$ cat config.mk
export PLATFORM = sky130hd
export DESIGN_NAME = blob_tracker_top
export DESIGN_NICKNAME = d
export VERILOG_FILES = /design/src/vision_pkg.sv /design/src/pixel_if.sv /design/src/blob_tracker_top.sv /design/src/colour_tracker.sv /design/src/csr_regs.sv /design/src/frame_overlay.sv /design/src/pixel_front.sv
export VERILOG_INCLUDE_DIRS = /design/src
export SDC_FILE = /design/constraint.sdc
export NUM_CORES = 2
export LEC_CHECK = 0
export BUFFER_PORTS_ARGS = -buffer_cell sky130_fd_sc_hd__buf_2
export CAP_MARGIN = 20
export CORE_MARGIN = 2
export CORE_UTILIZATION = 45
export DETAILED_ROUTE_END_ITERATION = 7
export GPL_TIMING_DRIVEN = 0
export PLACE_DENSITY = 0.67
export SYNTH_ARGS = -nofsm -noshare
export SYNTH_HDL_FRONTEND = slang
export SYNTH_SLANG_ARGS = --single-unit
export TNS_END_PERCENT = 100
$ cat constraint.sdc
create_clock -name clk -period 51.4 [get_ports clk]
set_clock_uncertainty 0.2 [all_clocks]
set_input_delay 5.14 -clock clk [delete_from_list [all_inputs] [get_ports clk]]
set_output_delay 5.14 -clock clk [all_outputs]
set_load 0.1 [all_outputs]
$ cat src/vision_defines.svh
`ifndef VISION_DEFINES_SVH
`define VISION_DEFINES_SVH

////////////////////
// widths

`define COORD_W       11
`define DATA_W        32
`define ADDR_W        3

////////////////////
// register map
// colour k has its horizontal word at REG_BOX_BASE + 2k, vertical word right after

`define REG_ID        3'd0
`define REG_FRAMES    3'd1
`define REG_BOX_BASE  3'd2
`define ID_WORD       32'h1234EEE2

// tracked colours in index order: red, green, orange
`define NUM_COLOURS   3
// matching pixels in a row before a colour counts as confirmed
`define CONFIRM_RUN   3

`endif

$ cat src/vision_pkg.sv
`include "vision_defines.svh"

package vision_pkg;

	typedef struct packed {
		logic [7:0] r;
		logic [7:0] g;
		logic [7:0] b;
	} rgb_t;

	// header view of the first beat of a packet
	typedef struct packed {
		logic [19:0] rsvd;
		logic [3:0]  packet_type;
	} pkt_hdr_t;

	// packet type 0 is video
	typedef union packed {
		rgb_t     pix;
		pkt_hdr_t hdr;
	} stream_word_u;

	// hue is degrees halved, 0 to 179
	typedef struct packed {
		logic [8:0] hue;
		logic [7:0] sat;
		logic [7:0] val;
	} hsv_t;

	typedef struct packed {
		logic                valid;
		logic [`COORD_W-1:0] left;
		logic [`COORD_W-1:0] right;
		logic [`COORD_W-1:0] top;
		logic [`COORD_W-1:0] bottom;
	} box_t;

	// sat and val must lie strictly above their minimum
	typedef struct packed {
		logic [8:0] hue_lo;
		logic [8:0] hue_hi;
		logic [7:0] sat_min;
		logic [7:0] val_min;
	} colour_win_t;

	localparam colour_win_t colour_win [`NUM_COLOURS] = '{
		'{hue_lo: 9'd0,  hue_hi: 9'd11, sat_min: 8'd130, val_min: 8'd50},
		// green accepts val of 50 and up
		'{hue_lo: 9'd50, hue_hi: 9'd75, sat_min: 8'd105, val_min: 8'd49},
		'{hue_lo: 9'd13, hue_hi: 9'd25, sat_min: 8'd133, val_min: 8'd108}
	};

	localparam rgb_t box_rgb [`NUM_COLOURS] = '{24'hff0000, 24'h1cfc03, 24'hf0f0f0};
	localparam rgb_t hi_rgb [`NUM_COLOURS] = '{24'hff0000, 24'h04bd42, 24'hff7700};

endpackage
$ cat src/pixel_if.sv
`timescale 1ns/1ps
`include "vision_defines.svh"

// one stage-1 beat with its position and colour
interface pixel_if;
	logic                      adv;
	logic                      beat_valid;
	vision_pkg::stream_word_u  word;
	logic                      sop;
	logic                      eop;
	logic                      is_video;
	logic [`COORD_W-1:0]       x;
	logic [`COORD_W-1:0]       y;
	vision_pkg::hsv_t          hsv;
	// end of a video frame, one cycle
	logic                      frame_end;

	modport front (
		output adv, beat_valid, word, sop, eop, is_video, x, y, hsv, frame_end
	);

	modport tracker (
		input adv, beat_valid, sop, is_video, x, y, hsv, frame_end
	);

	// stage 2 works out its own load from the source handshake
	modport overlay (
		input beat_valid, word, sop, eop, is_video, x, y
	);
endinterface

$ cat src/blob_tracker_top.sv
`timescale 1ns/1ps
`include "vision_defines.svh"

module blob_tracker_top #(
	parameter int image_w = 640,
	parameter int image_h = 480
) (
	input  logic               clk,
	input  logic               reset_n,
	input  logic [23:0]        sink_data_i,
	input  logic               sink_valid_i,
	input  logic               sink_sop_i,
	input  logic               sink_eop_i,
	output logic               sink_ready_o,
	output logic [23:0]        source_data_o,
	output logic               source_valid_o,
	output logic               source_sop_o,
	output logic               source_eop_o,
	input  logic               source_ready_i,
	input  logic               s_chipselect_i,
	input  logic               s_read_i,
	input  logic [`ADDR_W-1:0] s_address_i,
	output logic [`DATA_W-1:0] s_readdata_o,
	input  logic               mode_i
);
	logic [`NUM_COLOURS-1:0] confirmed;
	vision_pkg::box_t        boxes [`NUM_COLOURS];

	pixel_if pix ();

	pixel_front #(.image_w(image_w), .image_h(image_h)) u_front (
		.clk(clk), .reset_n(reset_n),
		.sink_data_i(sink_data_i), .sink_valid_i(sink_valid_i),
		.sink_sop_i(sink_sop_i), .sink_eop_i(sink_eop_i),
		.source_valid_i(source_valid_o), .source_ready_i(source_ready_i),
		.sink_ready_o(sink_ready_o), .pix(pix)
	);

	////////////////////
	// one tracker per colour

	for (genvar k = 0; k < `NUM_COLOURS; k++) begin : g_track
		colour_tracker #(.colour_idx(k)) u_track (
			.clk(clk), .reset_n(reset_n), .pix(pix),
			.confirmed_o(confirmed[k]), .box_o(boxes[k])
		);
	end

	frame_overlay u_overlay (
		.clk(clk), .reset_n(reset_n), .mode_i(mode_i), .source_ready_i(source_ready_i),
		.confirmed_i(confirmed), .boxes_i(boxes), .pix(pix),
		.source_data_o(source_data_o), .source_valid_o(source_valid_o),
		.source_sop_o(source_sop_o), .source_eop_o(source_eop_o)
	);

	csr_regs u_csr (
		.clk(clk), .reset_n(reset_n),
		.s_chipselect_i(s_chipselect_i), .s_read_i(s_read_i), .s_address_i(s_address_i),
		.frame_end_i(pix.frame_end), .boxes_i(boxes), .s_readdata_o(s_readdata_o)
	);
endmodule

$ cat src/colour_tracker.sv
`timescale 1ns/1ps
`include "vision_defines.svh"

module colour_tracker #(
	parameter int colour_idx = 0
) (
	input  logic             clk,
	input  logic             reset_n,
	pixel_if.tracker         pix,
	output logic             confirmed_o,
	output vision_pkg::box_t box_o
);
	localparam vision_pkg::colour_win_t win = vision_pkg::colour_win[colour_idx];

	logic                    step;
	logic                    match;
	// matches of the previous beats, newest in bit 0
	logic [`CONFIRM_RUN-2:0] run_q;
	vision_pkg::box_t        work_q;

	assign step = pix.adv & pix.beat_valid;
	assign match = pix.is_video & ~pix.sop &
		(pix.hsv.hue >= win.hue_lo) & (pix.hsv.hue <= win.hue_hi) &
		(pix.hsv.sat > win.sat_min) & (pix.hsv.val > win.val_min);
	assign confirmed_o = match & (&run_q);

	always_ff @(posedge clk) begin
		if (!reset_n) begin
			run_q <= '0;
			work_q.valid <= 1'b0;
			box_o.valid <= 1'b0;
		end else begin
			if (step) begin
				if (pix.sop) begin
					run_q <= '0;
					work_q.valid <= 1'b0;
				end else begin
					run_q <= {run_q[`CONFIRM_RUN-3:0], match};
					if (confirmed_o)
						work_q.valid <= 1'b1;
				end
			end
			if (pix.frame_end)
				box_o.valid <= work_q.valid;
		end
	end

	////////////////////
	// box grows around confirmed pixels

	always_ff @(posedge clk) begin
		if (step && confirmed_o) begin
			// first hit of the frame seeds all four edges
			if (!work_q.valid || pix.x < work_q.left)
				work_q.left <= pix.x;
			if (!work_q.valid || pix.x > work_q.right)
				work_q.right <= pix.x;
			if (!work_q.valid || pix.y < work_q.top)
				work_q.top <= pix.y;
			if (!work_q.valid || pix.y > work_q.bottom)
				work_q.bottom <= pix.y;
		end
		if (pix.frame_end) begin
			box_o.left <= work_q.left;
			box_o.right <= work_q.right;
			box_o.top <= work_q.top;
			box_o.bottom <= work_q.bottom;
		end
	end
endmodule

$ cat src/csr_regs.sv
`timescale 1ns/1ps
`include "vision_defines.svh"

module csr_regs (
	input  logic              clk,
	input  logic              reset_n,
	input  logic              s_chipselect_i,
	input  logic              s_read_i,
	input  logic [`ADDR_W-1:0] s_address_i,
	input  logic              frame_end_i,
	input  vision_pkg::box_t  boxes_i [`NUM_COLOURS],
	output logic [`DATA_W-1:0] s_readdata_o
);
	logic [`DATA_W-1:0] frame_cnt;
	logic [`ADDR_W-1:0] box_off;
	logic [`ADDR_W-2:0] box_idx;
	vision_pkg::box_t   sel_box;
	logic [`DATA_W-1:0] box_word;

	// even offset is the horizontal word, odd the vertical
	assign box_off = s_address_i - `REG_BOX_BASE;
	assign box_idx = box_off[`ADDR_W-1:1];

	always_comb begin
		sel_box = '0;
		if (box_idx < `NUM_COLOURS)
			sel_box = boxes_i[box_idx];
		if (box_off[0])
			box_word = {sel_box.valid, 4'b0, sel_box.top, 5'b0, sel_box.bottom};
		else
			box_word = {sel_box.valid, 4'b0, sel_box.left, 5'b0, sel_box.right};
	end

	always_ff @(posedge clk) begin
		if (!reset_n) begin
			frame_cnt <= '0;
			s_readdata_o <= '0;
		end else begin
			if (frame_end_i)
				frame_cnt <= frame_cnt + 1'b1;
			if (s_chipselect_i && s_read_i) begin
				case (s_address_i)
					`REG_ID:     s_readdata_o <= `ID_WORD;
					`REG_FRAMES: s_readdata_o <= frame_cnt;
					default:     s_readdata_o <= box_word;
				endcase
			end
		end
	end
endmodule

$ cat src/frame_overlay.sv
`timescale 1ns/1ps
`include "vision_defines.svh"

module frame_overlay (
	input  logic                    clk,
	input  logic                    reset_n,
	input  logic                    mode_i,
	input  logic                    source_ready_i,
	input  logic [`NUM_COLOURS-1:0] confirmed_i,
	input  vision_pkg::box_t        boxes_i [`NUM_COLOURS],
	pixel_if.overlay                pix,
	output logic [23:0]             source_data_o,
	output logic                    source_valid_o,
	output logic                    source_sop_o,
	output logic                    source_eop_o
);
	logic             load;
	logic             line_hit;
	logic             high_hit;
	vision_pkg::rgb_t line_rgb;
	vision_pkg::rgb_t high_rgb;
	logic [7:0]       grey;
	logic [23:0]      out_word;

	assign load = ~source_valid_o | source_ready_i;

	// lowest colour index wins, so scan downwards
	always_comb begin
		line_hit = 1'b0;
		high_hit = 1'b0;
		line_rgb = '0;
		high_rgb = '0;
		for (int k = `NUM_COLOURS - 1; k >= 0; k--) begin
			if (boxes_i[k].valid && (pix.x == boxes_i[k].left || pix.x == boxes_i[k].right ||
					pix.y == boxes_i[k].top || pix.y == boxes_i[k].bottom)) begin
				line_hit = 1'b1;
				line_rgb = vision_pkg::box_rgb[k];
			end
			if (confirmed_i[k]) begin
				high_hit = 1'b1;
				high_rgb = vision_pkg::hi_rgb[k];
			end
		end
	end

	// g/2 + r/4 + b/4
	assign grey = {1'b0, pix.word.pix.g[7:1]} + {2'b0, pix.word.pix.r[7:2]} +
		{2'b0, pix.word.pix.b[7:2]};

	assign out_word = !(mode_i && pix.is_video && !pix.sop) ? pix.word :
		line_hit ? line_rgb : high_hit ? high_rgb : {grey, grey, grey};

	always_ff @(posedge clk) begin
		if (!reset_n)
			source_valid_o <= 1'b0;
		else if (load)
			source_valid_o <= pix.beat_valid;
	end

	always_ff @(posedge clk) begin
		if (load && pix.beat_valid) begin
			source_data_o <= out_word;
			source_sop_o <= pix.sop;
			source_eop_o <= pix.eop;
		end
	end
endmodule

$ cat src/pixel_front.sv
`timescale 1ns/1ps
`include "vision_defines.svh"

module pixel_front #(
	parameter int image_w = 640,
	parameter int image_h = 480
) (
	input  logic        clk,
	input  logic        reset_n,
	input  logic [23:0] sink_data_i,
	input  logic        sink_valid_i,
	input  logic        sink_sop_i,
	input  logic        sink_eop_i,
	input  logic        source_valid_i,
	input  logic        source_ready_i,
	output logic        sink_ready_o,
	pixel_if.front      pix
);
	localparam int x_last = image_w - 1;
	localparam int y_last = image_h - 1;

	vision_pkg::stream_word_u sink_word;
	logic                     accept;
	logic [7:0]               c_max;
	logic [7:0]               c_min;
	logic [7:0]               c_delta;
	logic [17:0]              hue_num;
	logic [17:0]              hue_deg;
	logic [15:0]              sat_q;

	// whole pipe moves when stage 2 is empty or draining
	assign pix.adv = ~source_valid_i | source_ready_i;
	assign sink_ready_o = pix.adv;
	assign accept = pix.adv & sink_valid_i;
	assign sink_word = sink_data_i;

	always_ff @(posedge clk) begin
		if (!reset_n) begin
			pix.beat_valid <= 1'b0;
			pix.is_video <= 1'b0;
			pix.x <= '0;
			pix.y <= '0;
			pix.frame_end <= 1'b0;
		end else begin
			pix.frame_end <= pix.adv & pix.beat_valid & pix.eop & pix.is_video;
			if (pix.adv)
				pix.beat_valid <= sink_valid_i;
			if (accept) begin
				if (sink_sop_i) begin
					pix.is_video <= (sink_word.hdr.packet_type == 4'd0);
					pix.x <= '0;
					pix.y <= '0;
				end else if (pix.is_video && !pix.sop) begin
					// first pixel after the header keeps 0,0
					if (pix.x == x_last[`COORD_W-1:0]) begin
						pix.x <= '0;
						pix.y <= (pix.y == y_last[`COORD_W-1:0]) ? '0 : pix.y + 1'b1;
					end else begin
						pix.x <= pix.x + 1'b1;
					end
				end
			end
		end
	end

	// payload only follows accepted beats, so sop is that of the last one
	always_ff @(posedge clk) begin
		if (accept) begin
			pix.word <= sink_data_i;
			pix.sop <= sink_sop_i;
			pix.eop <= sink_eop_i;
		end
	end

	////////////////////
	// rgb to hsv

	always_comb begin
		c_max = (pix.word.pix.r > pix.word.pix.g) ?
			((pix.word.pix.r > pix.word.pix.b) ? pix.word.pix.r : pix.word.pix.b) :
			((pix.word.pix.g > pix.word.pix.b) ? pix.word.pix.g : pix.word.pix.b);
		c_min = (pix.word.pix.r < pix.word.pix.g) ?
			((pix.word.pix.r < pix.word.pix.b) ? pix.word.pix.r : pix.word.pix.b) :
			((pix.word.pix.g < pix.word.pix.b) ? pix.word.pix.g : pix.word.pix.b);
		c_delta = c_max - c_min;
		// red wins ties, then green
		if (c_max == pix.word.pix.r) begin
			if (pix.word.pix.g >= pix.word.pix.b)
				hue_num = 18'd60 * (pix.word.pix.g - pix.word.pix.b);
			else
				hue_num = 18'd360 * c_delta - 18'd60 * (pix.word.pix.b - pix.word.pix.g);
		end else if (c_max == pix.word.pix.g) begin
			hue_num = 18'd120 * c_delta + 18'd60 * pix.word.pix.b - 18'd60 * pix.word.pix.r;
		end else begin
			hue_num = 18'd240 * c_delta + 18'd60 * pix.word.pix.r - 18'd60 * pix.word.pix.g;
		end
		hue_deg = (c_delta == 8'd0) ? 18'd0 : hue_num / c_delta;
		sat_q = (c_max == 8'd0) ? 16'd0 : (16'd255 * c_delta) / c_max;
	end

	assign pix.hsv.hue = hue_deg[9:1];
	assign pix.hsv.sat = sat_q[7:0];
	assign pix.hsv.val = c_max;
endmodule

==> flow_summary.json <==
{
  "wl_met3_mm": 11.80,
  "ant_nets": 0,
  "async_flop_share_pct": 0,
  "path_class": "reg2reg",
  "postSynthCellCount": 5052,
  "crit_required_ps": 51430,
  "synth_area_leaders": "edfxtp_1 (21%), ha_1 (16%), xnor2_1 (6.2%)",
  "cpMaxStageDelayCell": "a21oi_1",
  "synthesis.nets": 5794,
  "dp_hpwl_mm": 111.6,
  "finalCriticalPeriod_ps": 48510,
  "vias": 40090,
  "synth-seq-area-share_pct": 25.48,
  "drcViolationCount": 0,
  "grt_pass1_vias": 37250,
  "cts_sinks": 418,
  "area_growth_pct": 11.51,
  "h-tree-depth": 2,
  "endpoint_kind": "register",
  "avgSynthCellArea_um2": 8.956,
  "die_area_um2": 103100,
  "max_stage_delay_ps": 1020,
  "rows": 116,
  "drive_above_1_share_pct": 10.78,
  "portBuffers": 93,
  "post_drt_wl_per_cell_um": 21.64,
  "max_slew_margin_pct": 25.90,
  "fin_cells": 6625,
  "gp_congestion": 1.009,
  "synth_area_leader_cell": "edfxtp_1",
  "die_y_um": 321.1,
  "ios": 96,
  "path_max_fanout": 18,
  "hold_path_class": "reg2reg",
  "synthesis.area_um2": 45250,
  "tightest_slew_ps": 1101,
  "wirelength_mm": 143.3,
  "firstDrtPassIters": 6,
  "root_buffer": "clkbuf_16",
  "antenna_found_initial": 6,
  "synth_top_area_share_pct": 20.97,
  "die_w_um": 321.1,
  "clockBufferDepth": 3,
  "period_share_pct": 94.37,
  "grtUsageTotal_pct": 26.99,
  "clock.fmax_mhz": 20.62,
  "insertion_delay_ps": 640,
  "synth_seq_cells": 418,
  "viasPerCell": 6.052,
  "final_hold_viol_count": 0,
  "critical_path.most_common_cell": "o21a_1",
  "routed.top_layer": "met5",
  "synth_warnings": 0,
  "cts_hold_buf": 0,
  "synth_edf_count": 316,
  "drt-met1-wl_mm": 64.21,
  "cap_violations": 0,
  "status": "complete, no violations",
  "critPathArrivalTime_ps": 48540,
  "numCtsBuffers": 48,
  "grt.overflow.total": 0,
  "grt_max_degree": 63,
  "core_area_um2": 99860,
  "yosysUniqueCellTypes": 120,
  "synth-main-ff-cell": "edfxtp_1",
  "drtIter0Drc": 3830,
  "start_util_pct": 45.31,
  "cts_tree": "yes",
  "clkTransAtPathRegs_ps": 60,
  "slew_violations": 0,
  "place_inst": 6458,
  "grt_pass1_wl_mm": 217.2,
  "cp-start-kind": "register",
  "setup_viol": 0,
  "finalNetCount": 6027,
  "dr_wl_met2_mm": 62.32
}
==> cell families after synthesis <==
| logic type | synth area share (%) |
|---|---|
| AND/OR/NAND/NOR | 17.05 |
| AO/OA/AOI/OAI | 19.48 |
| adder cells (fa/ha/maj) | 21.75 |
| buffers and inverters | 4.900 |
| flip-flops | 25.48 |
| XOR/XNOR | 7.607 |
| multiplexers | 3.733 |
==> stage by stage <==
| stage | setup slack (ps) | setup TNS, ps | hold slack (ps) | cell area (µm²) | util, % |
|---|---|---|---|---|---|
| after detailed placement | -2354 | -290780 | 232.5 | 47610 | 47.68 |
| final | 2892 | 0 | 228.1 | 50460 | 50.53 |
| after global placement | -4342 | -602650 | 229.1 | 47340 | 47.41 |
| after global routing | -54.74 | -103.0 | 250.7 | 50450 | 50.53 |
| after CTS | 98.56 | 0 | 234.6 | 49530 | 49.60 |
| after floorplan | 6666 | 0 | 226.4 | 45250 | - |
==> per-layer routing <==
layer / vias to the layer above / track usage [%]
met5: - / 0
met4: 2 / 8.868
met3: 289 / 4.162
met2: 1582 / 41.85
met1: 19270 / 38.37
li1: 18950 / -
==> synth_stat cells, types with 24 or more instances <==
library cell    n
ha_1          580
inv_1         430
nor2_1        329
xnor2_1       321
edfxtp_1      316
a21oi_1       311
nand2_1       311
o21ai_0       260
nor3_1        184
o21a_1        128
fa_1          126
nor2b_1       114
clkbuf_1      111
nand3_1       107
dfxtp_1       102
a21o_1         93
nand4_1        90
nand2b_1       78
and2_1         74
xor2_1         72
o31ai_1        63
mux2i_1        57
mux2_2         53
and3_1         50
a211oi_1       47
o211ai_1       35
a31oi_1        34
or2_2          34
or3_1          34
o21bai_1       31
a221oi_1       27
nor3b_1        25
o22ai_1        24
==> state kept, by name, summed over array words and instances, names as in the netlist <==
name / cells
u_overlay.source_eop_o: 1
u_csr.frame_cnt: 32
u_front.pix.frame_end: 1
u_front.pix.beat_valid: 1
u_front.pix.y: 11
u_front.pix.sop: 1
u_front.pix.eop: 1
u_front.pix.word: 24
u_overlay.source_valid_o: 1
u_overlay.source_data_o: 24
u_front.pix.x: 11
g_track.u_track.box_o: 135
u_front.pix.is_video: 1
g_track.u_track.run_q: 6
g_track.u_track.work_q: 135
u_csr.s_readdata_o: 32
u_overlay.source_sop_o: 1
==> cell type report <==
type | instances | area, µm²
diodes | 2 | 5.005
multi-input cells | 4058 | 32050
well taps | 1298 | 1624
plain buffers | 140 | 633.1
repair buffers | 185 | 1260
inverters | 433 | 1652
clock buffers | 65 | 1339
clock inverters | 25 | 350.3
repair inverters | 1 | 5.005
fillers | 9359 | 49400
flip-flops and latches | 418 | 11530
==> final timing paths <==
| path | start | end | slack, ps | depth (start not counted) |
|---|---|---|---|---|
| worst max-delay path | u_front.pix.word[2] | g_track[0].u_track.work_q[15] | 2890 | 220 |
| worst min-delay path | g_track[0].u_track.work_q[16] | g_track[0].u_track.box_o[16] | 230 | 0 |
| worst max register to register | u_front.pix.word[2] | g_track[0].u_track.work_q[15] | 2890 | 220 |
| worst min register to register | g_track[0].u_track.work_q[16] | g_track[0].u_track.box_o[16] | 230 | 0 |
==> critical path, delay by kind of cell (launching register included) <==
family	cells	cell delay [ps]
buf+inv	31	5990
fa+ha+maj	23	7720
flops	1	440
compound gates	99	20180
mux	3	850
xor+xnor	1	220
simple gates	63	12440
==> repair_timing <==
action	4_1_cts	5_1_grt
buffers inserted	5	70
gates cloned	1	1
endpoints found under the setup margin	162	162
gates resized for setup	49	114
hold endpoints to repair	0	0
pin swaps	1	9
==> cells in the final DEF, fill, tap and decap left out, drive strengths merged, types with 50 or more instances in the layout <==
master and count:
a211oi 52, a21o 93, a21oi 312, and2 75, and3 50, buf 218, clkbuf 172, dfxtp 102
edfxtp 316, fa 126, ha 580, inv 429, mux2 55, mux2i 57, nand2 311, nand2b 78
nand3 108, nand4 90, nor2 333, nor2b 114, nor3 185, o21a 129, o21ai 274, o31ai 66
xnor2 321, xor2 72
Power is not shown: default switching activity piles up to over one toggle a cycle in this logic, so the estimate is an artifact.
